File: src/logic/rsPkg.sv
`default_nettype none

package rsPkg;

    localparam int numEntries      = 16;
    localparam int entryIndexWidth = 4;
    localparam int tagWidth        = 7;
    localparam int dataWidth       = 32;
    localparam int numWakeBuses    = 4; // ALU 0, MUL 1, DIV 2, load 3

    typedef logic [tagWidth-1:0]  physTag;
    typedef logic [dataWidth-1:0] regData;

    typedef struct packed {
        logic [6:0] opcode;
        logic [2:0] funct3;
        logic [3:0] aluOp;
        logic       memRead; // load ops derive from this
        logic       memWrite;
    } uopCtrl;

    typedef struct packed {
        physTag tag;
        regData data;
        logic   ready; // data holds the value
    } srcOperand;

    typedef struct packed {
        uopCtrl      ctrl;
        logic [31:0] pc;
        physTag      destTag;
        logic [31:0] immediate;
        srcOperand   src1;
        srcOperand   src2;
    } dispatchReq;

    typedef struct packed {
        logic   valid; // one-cycle broadcast
        physTag tag;
        regData data;
    } wakeBus;

    typedef struct packed {
        uopCtrl      ctrl;
        logic [31:0] pc;
        physTag      destTag;
        logic [31:0] immediate;
        regData      src1Data;
        regData      src2Data;
    } issueBundle;

endpackage

`default_nettype wire

File: src/logic/lowestFirstPicker.sv
`timescale 1ns/1ps
`default_nettype none

module lowestFirstPicker #(
    parameter int width      = rsPkg::numEntries,
    parameter int indexWidth = $clog2(width)
) (
    input  logic [width-1:0]      requests,
    output logic [width-1:0]      grantOneHot,
    output logic [indexWidth-1:0] grantIndex,
    output logic                  anyGrant
);

    always_comb begin
        grantOneHot = '0;
        grantIndex  = '0;
        anyGrant    = 1'b0;
        for (int i = width - 1; i >= 0; i--) begin // downward, lowest hit lands last
            if (requests[i]) begin
                grantOneHot    = '0;
                grantOneHot[i] = 1'b1;
                grantIndex     = indexWidth'(i);
                anyGrant       = 1'b1;
            end
        end
    end

endmodule

`default_nettype wire

File: config.mk
export PLATFORM = sky130hd
export DESIGN_NAME = lowestFirstPicker
export DESIGN_NICKNAME = d
export VERILOG_FILES = /design/src/logic/rsPkg.sv /design/src/logic/lowestFirstPicker.sv
export SDC_FILE = /design/constraint.sdc
export NUM_CORES = 1
export LEC_CHECK = 0
export ABC_AREA = 0
export ABC_CLOCK_PERIOD_IN_PS = 1270
export BUFFER_PORTS_ARGS = -buffer_cell sky130_fd_sc_hd__buf_4
export CAP_MARGIN = 20
export CELL_PAD_IN_SITES_DETAIL_PLACEMENT = 0
export CELL_PAD_IN_SITES_GLOBAL_PLACEMENT = 2
export CORE_MARGIN = 4
export CORE_UTILIZATION = 16
export DETAILED_ROUTE_END_ITERATION = 8
export GPL_ROUTABILITY_DRIVEN = 0
export MAX_ROUTING_LAYER = met4
export PLACE_DENSITY = 0.95
export SYNTH_ARGS = -nofsm -noshare
export SYNTH_HDL_FRONTEND = slang
export SYNTH_SLANG_ARGS = --single-unit
File: constraint.sdc
create_clock -name vclk -period 1.27
set_input_delay 0.1905 -clock vclk [all_inputs]
set_output_delay 0.1905 -clock vclk [all_outputs]
set_load 0.01 [all_outputs]
# Yosys cells after proc, flatten, opt, wreduce, memory -nomap -nowiden
# Cells that the tools add are included.
[op_classes]
mux = 48
[op_table]
columns = ["operator", "count"]
rows = [
  ["$mux W16", 16],
  ["$mux W4", 16],
  ["$mux W1", 16],
]
[word_totals]
ff_bits = 0
out_inout_bits = 21

# Depth between registers and ports, before layout
# Gate-level depths: netlist (run 1).
[logic_depth]
ltp_word = 16
depth_mapped = 4

# Worst setup path before layout (run 1)
# No wires, ideal clock.
[synth_path]
path_type = "input to output"
from = "input requests[15]"
to = "output grantIndex[1]"
path_stages = 4
slack_ns = -0.076
required_ns = 1.080
arrival_ns = 1.155
path_buffers = 0
path_cell_list = "nor2_1 -> o31a_1 -> o311a_1 -> nor4_1"
[synth_via]
elab_chain_cells = 16
[synth_lines]
columns = ["item", "line_no", "rtl"]
rows = [
  ["from (decl)", "lowestFirstPicker.sv:8", "input logic [width-1:0] requests,"],
  ["$mux W4 (16 in a row)", "lowestFirstPicker.sv:19", "if (requests[i]) begin"],
  ["to (decl)", "lowestFirstPicker.sv:10", "output logic [indexWidth-1:0] grantIndex,"],
]
# No other way between the ends.

# Final worst setup path (run 1)
[layout_path]
from = "input requests[3]"
to = "output grantOneHot[11]"
[layout_via]
elab_chain_cells = 4
[layout_lines]
columns = ["item", "line_no", "rtl"]
rows = [
  ["$mux W16 (4 in a row)", "lowestFirstPicker.sv:19", ""],
  ["to (decl)", "lowestFirstPicker.sv:9", "output logic [width-1:0] grantOneHot,"],
]
# No other way between the ends.

==> flow_summary.toml, run 1 <==
[placed_design]
place_hpwl_um = 1290
dp.cells = 132
port_buffers = 37
dpl_cell_area_um2 = 782

[run]
cap_violations = 0

[setup_path]
crit_buf_inv = 2
end_kind = "output pin"
cp_top_family = "simple AND/OR/NAND/NOR gates"
max_stage_delay_ns = 0.34
cp_slowest_cell = "nor4_4"
cp.depth = 6
startpoint_type = "input port"
cp_data_required_time_ns = 1.08
timing_worst_setup_path_type = "in -> out"
worst_ep_arrival_time_ns = 1.28
crit_path_max_fanout = 5
path_cells = "buf_8, nor4_4, nand3_4, nor2_4, nor4b_4, buf_4"

[sta]
finalWorstSetupSlack_ns = -0.204
maxSlewHeadroom_pct = 76.8
setup_viol = 16
hold_slack_ns = 0.673
finalSetupTns_ns = -1.76
min_period_ns = 1.47
slew_viol_final = 0
rsz0062_at_grt = "true"
finalCritPeriodShare_pct = 116
fmax_ghz = 0.678
tightest_slew_ns = 0.347
hold_viol = 0

[cells_and_area]
nFillCells = 198
final_cells = 134
nNetsFinal = 125
diodes = 0
final_cell_area_um2 = 940
mostFrequentLayoutCells = "42 x buf_4, 10 x buf_6, 5 x nor2_1"
nClkBuffers = 0
layout_commonest_cell = "buf_4"
areaGrowthSynthToFinish_pct = 167
design.seq.count = 0
register_area_um2 = 0
drive_gt1_share_pct = 70.1

[power]
swShare_pct = 45.9
pwr-share-comb_pct = 100.0
internal_power_w = 0.000110
p_switching_w = 0.0000930
clockPowerShare_pct = 0
design_power_total_w = 0.000203
seq_power_share_pct = 0
power_leakage_nw = 0.418
powerDensity_nw_per_um2 = 216
peakVddDrop_uv = 101

[grt]
grt_max_degree = 6
antenna_found_initial = 0
grt_pass1_vias = 564
overflow = 0
groute.usage.overall_pct = 10.2
grt_pass1_wl_um = 2310

[detailed_routing]
final_antenna_net_count = 0
viasPerCell = 4.47
drt_first_pass_iters = 4
drc = 0
routedWlPerCell_um = 12.3
num_vias = 599
drt-total-wl_um = 1640
dr.first_iter.drc_count = 4

[floorplan]
io_pins = 37
dieArea_um2 = 3010
rows = 16
dieHeight_um = 54.9
core_um2 = 2020
die_x_um = 54.9
initial_utilization_pct = 17.4

[synth]
ys_seq_area_share_pct = 0
synth_cell_types = 27
yosysWarningCount = 0
syn_inst = 53
synth_nets = 69
syn_area_per_cell_um2 = 6.63
synth_area_um2 = 352

[status]
violations = "negative setup slack"
status = "finished, violations left"

[min_path]
hp-class = "in -> out"
min_path_cells = 3

[clock_network]
postCtsHoldBufs = 0
power by group through the flow:
stage / Clock (W) / Sequential, W / Combinational (W)
floorplan: 0 / 0 / 0.0000498
global placement: 0 / 0 / 0.000173
detailed placement: 0 / 0 / 0.000176
CTS: 0 / 0 / 0.000195
global route: 0 / 0 / 0.000219
finish: 0 / 0 / 0.000203
per-stage QoR:
step / setup slack [ns] / utilization, %
6_report: -0.204 / 46.5
5_1_grt: -0.270 / 46.5
4_1_cts: -0.202 / 43.3
3_5_place_dp: -0.222 / 38.7
3_3_place_gp: -0.233 / 38.7
2_1_floorplan: 0.0140 / -
synth_stat cells, drive strengths merged (2+ instances only):
master	count	share of area, %
nand2	4	4.3
nor3	6	10
inv	4	4.3
nor4b	2	9.3
nor2	11	12
and2	4	7.1
nor4	4	13
a21oi	2	2.8
nor2b	2	3.6
and3	2	3.6
worst min-delay path, cell delays in order:
cell and delay, ns:
buf_8 0.08, buf_4 0.11, buf_4 0.11
per-layer routing:
| metal | up-vias | wire (µm) | track usage, % |
|---|---|---|---|
| met4 | 0 | 0 | 0 |
| met5 | - | 0 | - |
| met1 | 272 | 682 | 13.1 |
| li1 | 303 | - | - |
| met2 | 24 | 831 | 18.5 |
| met3 | 0 | 130 | 0.272 |
cell type report:
class | count | area [µm²] | share of cell area, %
Tap cell | 27 | 33.8 | 3.60
Multi-Input combinational cell | 48 | 418 | 44.5
Timing Repair Buffer | 55 | 473 | 50.3
Inverter | 4 | 15.0 | 1.60
path summary, 6_finish.rpt:
check             slack, ns         endpoint        start
setup / recovery      -0.20  grantOneHot[11]  requests[3]
hold / removal         0.67   grantOneHot[0]  requests[0]
kinds of logic (layout without fill, tap and decap cells):
logic type	after synthesis	count (layout)	share of synthesized area, %
AO/OA/AOI/OAI	8	8	16.4
buffers and inverters	5	59	6.41
AND/OR/NAND/NOR	40	40	77.2
what timing repair did:
item / CTS / global route
buffers inserted: 3 / 1
setup endpoints to repair: 16 / 17
resized for setup: 19 / 14
pin swaps: 8 / 9
Power figures use the tool's default switching activity.
==> inputs of run 2 (changes only) <==
--- a/config.mk
+++ b/config.mk
@@ -11,6 +11,7 @@
 export CAP_MARGIN = 20
 export CELL_PAD_IN_SITES_DETAIL_PLACEMENT = 0
 export CELL_PAD_IN_SITES_GLOBAL_PLACEMENT = 2
+export CORE_ASPECT_RATIO = 0.8
 export CORE_MARGIN = 4
 export CORE_UTILIZATION = 16
 export DETAILED_ROUTE_END_ITERATION = 8
==> flow_summary.toml, run 2 (synthesized netlist as in run 1, its figures left out) <==
[detailed_routing]
viasPerCell = 4.70
drc = 0
drt-total-wl_um = 2020
drt_first_pass_iters = 3
routedWlPerCell_um = 14.6
num_vias = 649
final_antenna_net_count = 0
dr.first_iter.drc_count = 1

[setup_path]
timing_worst_setup_path_type = "in -> out"
timing.critical_path.from = "requests[3]"
startpoint_type = "input port"
end_kind = "output pin"
crit_path_max_fanout = 7
worst_ep_arrival_time_ns = 1.31
cp_data_required_time_ns = 1.08

[grt]
groute.usage.overall_pct = 11.4
grt_pass1_vias = 587
overflow = 0
antenna_found_initial = 0
met3_usage_pct = 0.522
use_met1_pct = 14.4
grt_max_degree = 8
grt_pass1_wl_um = 2770
grtUsageMet2_pct = 20.5
grt.busiest_layer = "met2"

[sta]
finalSetupTns_ns = -2.28
maxSlewHeadroom_pct = 78.7
finalCritPeriodShare_pct = 118
finalWorstSetupSlack_ns = -0.231
fmax_ghz = 0.666
rsz0062_at_grt = "true"
tightest_slew_ns = 0.316
setup_viol = 16
min_period_ns = 1.50
slew_viol_final = 0
hold_viol = 0

[floorplan]
initial_utilization_pct = 17.8
die_x_um = 60.4
io_pins = 37
dieArea_um2 = 3020
dieHeight_um = 49.9
core_um2 = 1980
rows = 14

[cells_and_area]
nFillCells = 192
areaGrowthSynthToFinish_pct = 190
design.seq.count = 0
diodes = 0
nNetsFinal = 132
register_area_um2 = 0
mostFrequentLayoutCells = "46 x buf_4, 14 x buf_6, 5 x nor2_2, 4 x nand2_1, 4 x nor2_1"
final_cells = 138
drive_gt1_share_pct = 75.4
layout_commonest_cell = "buf_4"
nClkBuffers = 0

[power]
peakVddDrop_uv = 124
power_leakage_nw = 0.477
powerDensity_nw_per_um2 = 229

[placed_design]
place_hpwl_um = 1380
dp.cells = 131
port_buffers = 37

[run]
cap_violations = 0

[min_path]
worstHoldStart = "requests[14]"
hp-class = "in -> out"

[status]
violations = "negative setup slack"
status = "finished, violations left"
[run 2: changes by cell type in the layout (fill, tap and decap cells not counted), moves of 2 or more]
cell and change:
nand2_1 +2, buf_6 +4, nand2_2 -2, buf_4 +4
[run 2: where the power goes]
group,leakage [nW],total [W],internal [W],switching [W]
clock network,0,0,0,0
registers,0,0,0,0
logic,0.477,0.000234,0.000126,0.000109
[run 2: path summary, 6_finish.rpt]
path                  slack [ns]         endpoint  cells after the start
worst max-delay path       -0.23  grantOneHot[11]                      6
worst min-delay path        0.69  grantOneHot[14]                      3
[run 2: final cells by class]
type | count | area, µm² | share of cell area, %
repair buffers | 62 | 533 | 52.2
multi-input cells | 48 | 443 | 43.4
well taps | 24 | 30.0 | 2.94
inverters | 4 | 15.0 | 1.47
[run 2: metrics by stage]
| step | worst slack (ns) | hold WS, ns | power [W] | util (%) | area (µm²) |
|---|---|---|---|---|---|
| floorplan | 0.0140 | 0.409 | 0.0000498 | - | 358 |
| CTS | -0.217 | 0.686 | 0.000204 | 45.0 | 891 |
| global route | -0.318 | 0.692 | 0.000250 | 51.6 | 1020 |
| finish | -0.231 | 0.687 | 0.000234 | 51.6 | 1020 |
| global placement | -0.221 | 0.683 | 0.000179 | 40.1 | 793 |
| detailed placement | -0.262 | 0.688 | 0.000182 | 40.1 | 793 |
[run 2: metal layers]
| metal | vias to the layer above | part of all wire, % |
|---|---|---|
| met1 | 317 | 39 |
| met2 | 12 | 57 |
| met3 | 0 | 3.5 |
| met4 | 0 | 0 |
| li1 | 320 | - |
| met5 | - | 0 |
[run 2: critical path: stages]
cell     delay, ns
buf_8         0.10
nor4_4        0.36
nand3_4       0.19
nor2_4        0.12
nor4b_4       0.19
buf_4         0.16
[run 2: what timing repair did]
item                                    CTS  global route
pin swaps                                 7             9
resized for setup                        15            26
endpoints found under the setup margin   17            17
buffers inserted                          6             4
hold buffers                              0             0
